--- src/cpuPkg.sv ---
package cpuPkg;

    // Datapath and memory sizes
    localparam int dataWidth   = 32;
    localparam int ramDepth    = 512;
    localparam int addrWidth   = 9;
    localparam int numRegs     = 16;
    localparam int regIdxWidth = 4;
    localparam int immWidth    = 19;
    localparam int shamtWidth  = 5;

    // ALU operation select
    localparam int aluOpWidth = 3;
    localparam logic [aluOpWidth-1:0] aluAdd = 3'd0;
    localparam logic [aluOpWidth-1:0] aluSub = 3'd1;
    localparam logic [aluOpWidth-1:0] aluAnd = 3'd2;
    localparam logic [aluOpWidth-1:0] aluOr  = 3'd3;
    localparam logic [aluOpWidth-1:0] aluShl = 3'd4;
    localparam logic [aluOpWidth-1:0] aluShr = 3'd5;
    localparam logic [aluOpWidth-1:0] aluMul = 3'd6;
    localparam logic [aluOpWidth-1:0] aluInc = 3'd7;

    // Branch condition field codes
    localparam logic [3:0] condZero    = 4'd0;
    localparam logic [3:0] condNonzero = 4'd1;

    typedef enum logic [4:0] {
        opLd   = 5'd0,  opLdi  = 5'd1,  opSt   = 5'd2,  opAdd  = 5'd3,
        opSub  = 5'd4,  opAnd  = 5'd5,  opOr   = 5'd6,  opShr  = 5'd7,
        opShl  = 5'd8,  opAddi = 5'd9,  opMul  = 5'd10, opMfhi = 5'd11,
        opMflo = 5'd12, opIn   = 5'd13, opOut  = 5'd14, opBrzr = 5'd15,
        opBrnz = 5'd16, opNop  = 5'd17, opHalt = 5'd18
    } opcodeT;

    typedef enum logic [3:0] {
        phIdle   = 4'd0, phFetch0 = 4'd1, phFetch1 = 4'd2, phFetch2 = 4'd3,
        phExec0  = 4'd4, phExec1  = 4'd5, phExec2  = 4'd6, phExec3  = 4'd7,
        phExec4  = 4'd8, phHalt   = 4'd9
    } phaseT;

    // One instruction word, three ways to read it
    typedef union packed {
        struct packed {
            opcodeT      opcode;
            logic [3:0]  ra;
            logic [3:0]  rb;
            logic [3:0]  rc;
            logic [14:0] spare;
        } regV;
        struct packed {
            opcodeT              opcode;
            logic [3:0]          ra;
            logic [3:0]          rb;
            logic [immWidth-1:0] imm;
        } immV;
        struct packed {
            opcodeT              opcode;
            logic [3:0]          ra;
            logic [3:0]          cond;
            logic [immWidth-1:0] imm;
        } brV;
    } instrU;

endpackage

--- src/ctrlUnit.sv ---
`timescale 1ns/1ps

module ctrlUnit import cpuPkg::*; (
    input  logic                  clk,
    input  logic                  rstN,
    input  logic                  start,
    input  instrU                 ir,
    input  logic                  branchFlag,
    output logic                  Gra, Grb, Grc, Rin, Rout, BAout,
    output logic                  PCout, PCin, incPC, IRin, Yin, Zin,
    output logic                  ZHighOut, ZLowOut, HIin, HIout, LOin, LOout,
    output logic                  MDRout, Cout, MARin, MDRin, read, write,
    output logic                  InPortIn, InPortOut, OutPortIn, CONN_in,
    output logic [aluOpWidth-1:0] aluOp,
    output logic                  running,
    output logic                  halted
);

    phaseT  phase, nextPhase, lastPhase;
    opcodeT op;

    assign op      = ir.regV.opcode;
    assign running = (phase != phIdle) && (phase != phHalt);
    assign halted  = (phase == phHalt);

    // Final execute phase for each instruction
    always_comb begin
        case (op)
            opLd:                                      lastPhase = phExec4;
            opSt, opMul:                               lastPhase = phExec3;
            opAdd, opSub, opAnd, opOr, opShl, opShr,
            opAddi, opBrzr, opBrnz:                    lastPhase = phExec2;
            opLdi, opMfhi, opMflo, opIn, opOut:        lastPhase = phExec1;
            default:                                   lastPhase = phExec0;
        endcase
    end

    always_comb begin
        case (phase)
            phIdle, phHalt: nextPhase = start ? phFetch0 : phase;
            phFetch0:       nextPhase = phFetch1;
            phFetch1:       nextPhase = phFetch2;
            phFetch2:       nextPhase = phExec0;
            default: begin
                if (phase != lastPhase) begin
                    nextPhase = phaseT'(phase + 4'd1);
                end else if (op == opHalt) begin
                    nextPhase = phHalt;
                end else begin
                    nextPhase = phFetch0;
                end
            end
        endcase
    end

    always_ff @(posedge clk or negedge rstN) begin
        if (!rstN) begin
            phase <= phIdle;
        end else begin
            phase <= nextPhase;
        end
    end

    always_comb begin
        case (op)
            opSub:   aluOp = aluSub;
            opAnd:   aluOp = aluAnd;
            opOr:    aluOp = aluOr;
            opShl:   aluOp = aluShl;
            opShr:   aluOp = aluShr;
            opMul:   aluOp = aluMul;
            default: aluOp = aluAdd;
        endcase
    end

    always_comb begin
        {Gra, Grb, Grc, Rin, Rout, BAout, PCout, PCin, incPC, IRin} = '0;
        {Yin, Zin, ZHighOut, ZLowOut, HIin, HIout, LOin, LOout, MDRout} = '0;
        {Cout, MARin, MDRin, read, write, InPortIn, InPortOut, OutPortIn, CONN_in} = '0;
        case (phase)
            // Empty bus on start clears PC
            phIdle, phHalt: PCin = start;
            phFetch0: begin
                PCout = 1'b1;
                MARin = 1'b1;
                incPC = 1'b1;
                Zin   = 1'b1;
            end
            // Y keeps PC+1 as the branch base
            phFetch1: begin
                ZLowOut = 1'b1;
                PCin    = 1'b1;
                Yin     = 1'b1;
                read    = 1'b1;
            end
            phFetch2: begin
                MDRout = 1'b1;
                IRin   = 1'b1;
            end
            phExec0: begin
                case (op)
                    opAdd, opSub, opAnd, opOr, opShl, opShr, opAddi: begin
                        Grb  = 1'b1;
                        Rout = 1'b1;
                        Yin  = 1'b1;
                    end
                    opMul: begin
                        Gra  = 1'b1;
                        Rout = 1'b1;
                        Yin  = 1'b1;
                    end
                    opLd, opSt: begin
                        Grb   = 1'b1;
                        BAout = 1'b1;
                        Yin   = 1'b1;
                    end
                    opLdi, opMfhi, opMflo: begin
                        Cout  = (op == opLdi);
                        HIout = (op == opMfhi);
                        LOout = (op == opMflo);
                        Gra   = 1'b1;
                        Rin   = 1'b1;
                    end
                    opIn: InPortIn = 1'b1;
                    opOut, opBrzr, opBrnz: begin
                        Gra       = 1'b1;
                        Rout      = 1'b1;
                        OutPortIn = (op == opOut);
                        CONN_in   = (op != opOut);
                    end
                    default: ;
                endcase
            end
            phExec1: begin
                case (op)
                    opAdd, opSub, opAnd, opOr, opShl, opShr, opMul: begin
                        Grc  = (op != opMul);
                        Grb  = (op == opMul);
                        Rout = 1'b1;
                        Zin  = 1'b1;
                    end
                    opAddi, opLd, opSt, opBrzr, opBrnz: begin
                        Cout = 1'b1;
                        Zin  = 1'b1;
                    end
                    opIn: begin
                        InPortOut = 1'b1;
                        Gra       = 1'b1;
                        Rin       = 1'b1;
                    end
                    default: ;
                endcase
            end
            // Every instruction that gets this far reads Z low here
            phExec2: begin
                ZLowOut = 1'b1;
                case (op)
                    opMul:         LOin  = 1'b1;
                    opLd, opSt:    MARin = 1'b1;
                    opBrzr, opBrnz: PCin = branchFlag;
                    default: begin
                        Gra = 1'b1;
                        Rin = 1'b1;
                    end
                endcase
            end
            phExec3: begin
                ZHighOut = (op == opMul);
                HIin     = (op == opMul);
                read     = (op == opLd);
                Gra      = (op == opSt);
                Rout     = (op == opSt);
                MDRin    = (op == opSt);
                write    = (op == opSt);
            end
            phExec4: begin
                MDRout = 1'b1;
                Gra    = 1'b1;
                Rin    = 1'b1;
            end
            default: ;
        endcase
    end

endmodule

--- config.mk ---
export PLATFORM = sky130hd
export DESIGN_NAME = ctrlUnit
export DESIGN_NICKNAME = d
export VERILOG_FILES = /design/src/cpuPkg.sv /design/src/ctrlUnit.sv
export SDC_FILE = /design/constraint.sdc
export NUM_CORES = 1
export LEC_CHECK = 0
export ABC_AREA = 1
export BUFFER_PORTS_ARGS = -buffer_cell sky130_fd_sc_hd__buf_2
export CAP_MARGIN = 20
export CELL_PAD_IN_SITES_DETAIL_PLACEMENT = 1
export CELL_PAD_IN_SITES_GLOBAL_PLACEMENT = 2
export CORE_UTILIZATION = 19
export DETAILED_ROUTE_END_ITERATION = 16
export PLACE_DENSITY_LB_ADDON = 0.12
export SYNTH_ARGS = -nofsm -noshare
export SYNTH_HDL_FRONTEND = slang
export SYNTH_SLANG_ARGS = --single-unit
--- constraint.sdc ---
create_clock -name clk -period 1.74 [get_ports clk]
set_input_delay 0 -clock clk [delete_from_list [all_inputs] [get_ports clk]]
set_output_delay 0 -clock clk [all_outputs]
set_load 0.01 [all_outputs]
== Word level (Yosys, flattened, before mapping) ==
Memory sizes are Yosys's and may differ from the RTL's.
Cells that the tools add are included.
Cells by class
  mux-type cells: 50
  eq/ne operators: 31
  reductions and logical operators: 19
  add/subtract/negate cells: 1
Operators by type and width (count)
  $eq A5 B4 Y1 const B: 8
  $mux W1: 35
  $eq A5 B3 Y1 const B: 4
  $pmux W3 S6: 1
  $eq A4 B3 Y1 const B: 4
  $pmux W4 S4: 1
  $reduce_or A7 Y1: 2
  $mux W4: 3
  $pmux W1 S2: 6
  $reduce_or A12 Y1: 1
  $reduce_or A11 Y1: 1
  $eq A5 B2 Y1 const B: 2
  $eq A5 B5 Y1 const B: 2
  $ne A5 B4 Y1 const B: 2
  $reduce_or A10 Y1: 1
  $reduce_or A2 Y1: 5
  $reduce_or A5 Y1: 2
  $reduce_or A9 Y1: 1
  $eq A4 B2 Y1 const B: 2
  $eq A4 B4 Y1 const B: 2
  $pmux W1 S3: 2
  $reduce_or A3 Y1: 2
  $eq A5 B1 Y1 const B: 1
  $logic_not A5 Y1: 1
  10 further kinds: 10
Storage, ports and cells
  bits in registers: 4
  bits of input ports: 36
  bits in read-only memories: 128
  memories kept: 1
  output and inout port bits: 33
  word-level logic and storage cells: 103
Memory list
  (no name shown): depth 32, width 4, rd ports 1, clocked after memory_dff 0, wr ports 0, line ctrlUnit.sv:28  | case (op)

== Longest topological paths before layout ==
  depth in word-level cells: 4
  depth in mapped cells: 13
  mapped depth without buffers: 13

== Least setup slack after synthesis ==
No wires, ideal clock.
  path type: flip-flop to output port
  from: reg phase[0]
  to: out Gra
  cell stages (with the launch flop): 9
  data arrival time: 1.494 ns
  slack: 0.246 ns
  path buffers: 0
  required time: 1.740 ns
  cells stage by stage: dfrtp_1 > inv_1 > ha_1 > inv_1 > nor2_2 > inv_2 > nor2_1 > nor3b_1 > nand4_1
Between the ends
  word-level cells in the longest chain between the ends: 2
  elaborated cells on any way between the ends: 6
  those cells by class: eq/ne (5); mux (1)
Ends and longest elaborated chain
  from (decl): line ctrlUnit.sv:19  | phaseT phase, nextPhase, lastPhase;
  from (signal assigned): line ctrlUnit.sv:58  | phase <= phIdle;
  from (signal assigned): line ctrlUnit.sv:60  | phase <= nextPhase;
  $eq A4 B4 Y1 / $eq A4 B3 Y1 (equally long branches): line ctrlUnit.sv:80  | case (phase)
  $pmux W1 S5 (*): line ctrlUnit.sv:80
  to (decl): line ctrlUnit.sv:9  | output logic Gra, Grb, Grc, Rin, Rout, BAout,
Mark *: on every way between the ends. The rest lies on a longest branch, timed or not.

== Worst setup path in the final report ==
  from: reg phase[1]
  to: out CONN_in
Between the ends
  word-level cells in the longest chain between the ends: 2
Ends and longest elaborated chain
  $eq A4 B3 Y1: line ctrlUnit.sv:80
  $mux W1: line ctrlUnit.sv:80
  to (decl): line ctrlUnit.sv:13  | output logic InPortIn, InPortOut, OutPortIn, CONN_in,
Every way passes these cells.

==> out/qor.log <==
[status] outcome finished clean
[global_route] met3 track demand over resource in global routing 1.557%
[placement] detailed placer's ending HPWL 3278 um
[cts] H-Tree Level Count 1
[floorplan] total core area 5205 um^2
[timing] part of the cycle the worst path needs 97.04%
[cells_and_area] registers with the highest flip-flop counts phase (4)
[cts] TritonCTS buffer count 3
[yosys] part of the Yosys area used for sequential elements 9.592%
[floorplan] number of top-level design ports 69
[worst_setup_path] Worst Path Required 1.74 ns
[global_route] peak-usage layer in the global routing report met2
[timing] tightest slew margin relative to the limit 68.70%
[worst_setup_path] startpoint types register
[cells_and_area] most frequent cells in the layout 47 x nand2_1, 41 x buf_2, 30 x buf_4, 19 x inv_2, 19 x nor2_1
[yosys] number of warnings reported in the yosys synthesis log 0
[timing] RSZ-0062 raised after global routing true
[yosys] number of standard cells after synthesis 188
[global_route] wire length of the first global-routing pass 6417 um
[hold_path] type of the worst min-delay path in2async
[global_route] via count of the first global-routing pass 1,325
[routing] Total Wirelength 3945 um
[yosys] mean instance size in the synthesized netlist 5.551 um^2
[cells_and_area] final instance area 1774 um^2
[cells_and_area] register containing the most flip-flops in the final layout phase
[power_and_ir_drop] Static Leak 0.9785 nW
[yosys] Cell Area, Synth 1044 um^2
[cts] CTS tree built
[worst_setup_path] worst-path cell chain inv_2, ha_4, inv_4, nor2_4, clkinv_4, nor2_4, buf_6, o21a_1, buf_2
[placement] placed cell area 1509 um^2
[cells_and_area] layout net count 310
[floorplan] DIE HEIGHT 76.11 um
[cells_and_area] post-route core utilization 34.09%
[floorplan] initial core utilization 20.05%
[power_and_ir_drop] worst ir drop on vdd 0.0004756 V
[yosys] nets in the synthesized netlist 233
[global_route] total global-route track usage 13.34%
[cells_and_area] most common cell after layout, fill and taps aside nand2_1
[global_route] gr ovfl total 0
[global_route] largest net degree at the start of global routing 9
[floorplan] Total Die Area 5793 um^2
[cells_and_area] layout-stage area growth over the synthesis result 70.02%
[floorplan] width of the chip 76.11 um
[routing] total via count in the routed design 1,375
[timing] transition at the pin with the smallest max-transition slack 0.4663 ns
[cells_and_area] max FFs per register 4
[timing] final critical delay including setup and external delays 1.688 ns
[yosys] Synth cell types 27
[worst_setup_path] worst-path cell with the longest stage delay dfrtp_1
[cells_and_area] number of fillers in the final layout 694
[cts] maximum clock insertion buffer count 2
[worst_setup_path] Most common cell on crit path nor2_4
[worst_setup_path] kind of cell adding the most delay to the critical path buffers and inverters
[worst_setup_path] critical path data arrival time 1.69 ns
[placement] final RePlAce weighted congestion 0.7069
[floorplan] Cell Rows 26
[worst_setup_path] maximum fanout encountered on the critical timing path 6
[global_route] met1 routing resource usage after global routing 18.92%
[routing] Routed Antenna Nets 0
[placement] number of I/O port buffers 41
[routing] DR vias/cell 4.129
[power_and_ir_drop] PwrDens 1272 nW/um^2
[cells_and_area] ant diodes 0
[worst_setup_path] Buffers & Inverters on Critical Path 5
[cells_and_area] fraction of final layout cells with drive strength greater than 1 53.23%
[timing] count of endpoints failing setup in the final report 0
[run] reported max-cap violation count 0
[cts] TritonCTS sink count 4
[global_route] number of antenna violations at the first check in global routing 0
[worst_setup_path] CP endpoint kind primary output
[routing] first-pass iteration count of the detailed router 4
[cts] insertion delay to the later sink of the worst-skew pair 0.21 ns
[worst_setup_path] Setup Crit Path Kind reg2out
[routing] per-cell routed wire length 11.85 um
[global_route] met2 demand-to-capacity share in global routing 21.82%
[timing] Clock Skews 0.0005040 ns
[timing] maximum operating frequency 0.5923 GHz
[timing] number of slew-limit violations in the final report 0
[worst_setup_path] longest individual stage delay on the worst path 0.42 ns
[routing] starting DRC count in detailed routing 31
[timing] Final Hold Viols 0
[yosys] Synth Register Bits 4
[routing] number of remaining DRC errors 0
[cts] post-CTS clock slew at the launch and capture registers of the worst setup and hold paths 0.03 ns
[cts] root cell of the clock tree clkbuf_8
cell families (layout without fill, tap and decap cells):
kind of cell    Yosys count  after routing  share of synthesized area (%)
simple gates            113            113                          50.60
buf+inv                  41            116                          16.19
compound gates           19             19                          11.15
fa+ha+maj                 9              9                          10.79
flops                     4              4                          9.593
xor+xnor                  2              2                          1.679
final cells by class:
type | instances | area (um^2) | share of cell area (%)
Inverter | 37 | 146.4 | 8.251
Sequential cell | 4 | 100.1 | 5.642
Timing Repair Buffer | 76 | 485.5 | 27.36
Tap cell | 70 | 87.58 | 4.937
Clock buffer | 3 | 41.29 | 2.327
Multi-Input combinational cell | 143 | 913.4 | 51.48
per-layer routing:
| layer | routed length [um] | share of wire (%) | vias up |
|---|---|---|---|
| met5 | 0 | 0 | - |
| met4 | 12 | 0.30 | 0 |
| met3 | 122 | 3.1 | 2 |
| met2 | 1845 | 47 | 26 |
| met1 | 1964 | 50 | 617 |
| li1 | - | - | 730 |
where the power goes:
part           total, W  internal [W]  switching, W
registers      0.000193      0.000138     0.0000547
clock network  0.000190      0.000147     0.0000425
logic           0.00187      0.000875      0.000999
total           0.00226       0.00116       0.00110
metrics by stage:
stage / setup TNS [ns] / hold WS [ns] / instances / total power, W / setup slack, ns
floorplan: 0 / -0.2956 / 188 / 0.0009961 / 0.2457
global placement: 0 / -0.1949 / 322 / 0.001656 / 0.05627
detailed placement: 0 / -0.1938 / 322 / 0.001668 / 0.04869
CTS: 0 / 0.1073 / 329 / 0.001951 / 0.002885
global route: -0.2925 / 0.1486 / 333 / 0.002455 / -0.04686
finish: 0 / 0.1198 / 333 / 0.002257 / 0.05157
worst register-to-register path: cells and delay by family (launching register included):
kind | cells | cell delay (ns)
DFF | 1 | 0.42
AOI/OAI and AO/OA | 1 | 0.17
and+or+nand+nor | 4 | 0.60
buffers and inverters | 3 | 0.26
adders and majority gates | 1 | 0.16
Yosys cell counts (all sizes together):
cell type / n / area (um^2)
nand2: 51 / 203.9
nor2: 39 / 178.9
inv: 36 / 135.1
nand3: 14 / 75.07
o21ai: 10 / 53.80
ha: 9 / 112.6
a21oi: 7 / 35.03
buf: 4 / 30.03
dfrtp: 4 / 100.1
nand4: 4 / 31.28
nor3: 4 / 31.28
clkinv: 1 / 3.750
nor3b: 1 / 7.510
o21a: 1 / 7.510
o22ai: 1 / 20.02
xnor2: 1 / 8.760
xor2: 1 / 8.760
path summary, 6_finish.rpt:
kind	startpoint	endpoint	depth (start not counted)	slack [ns]
worst max-delay path	phase[1]	CONN_in	9	0.05
worst min-delay path	rstN	phase[0]	2	0.12
worst max register to register	phase[1]	phase[1]	9	0.06
worst min register to register	phase[2]	phase[2]	3	0.69
max in group asynchronous	rstN	phase[3]	2	1.51
min in group clk	start	phase[0]	5	0.22
what timing repair did:
action                                  CTS  global route
buffers inserted                          3             6
endpoints found under the setup margin    6            10
gates resized for setup                  13            36
pin swaps                                 2            13
hold buffers                              1             0
hold endpoints to repair                  4             0
Note: power is estimated with default switching activity, not from simulation.
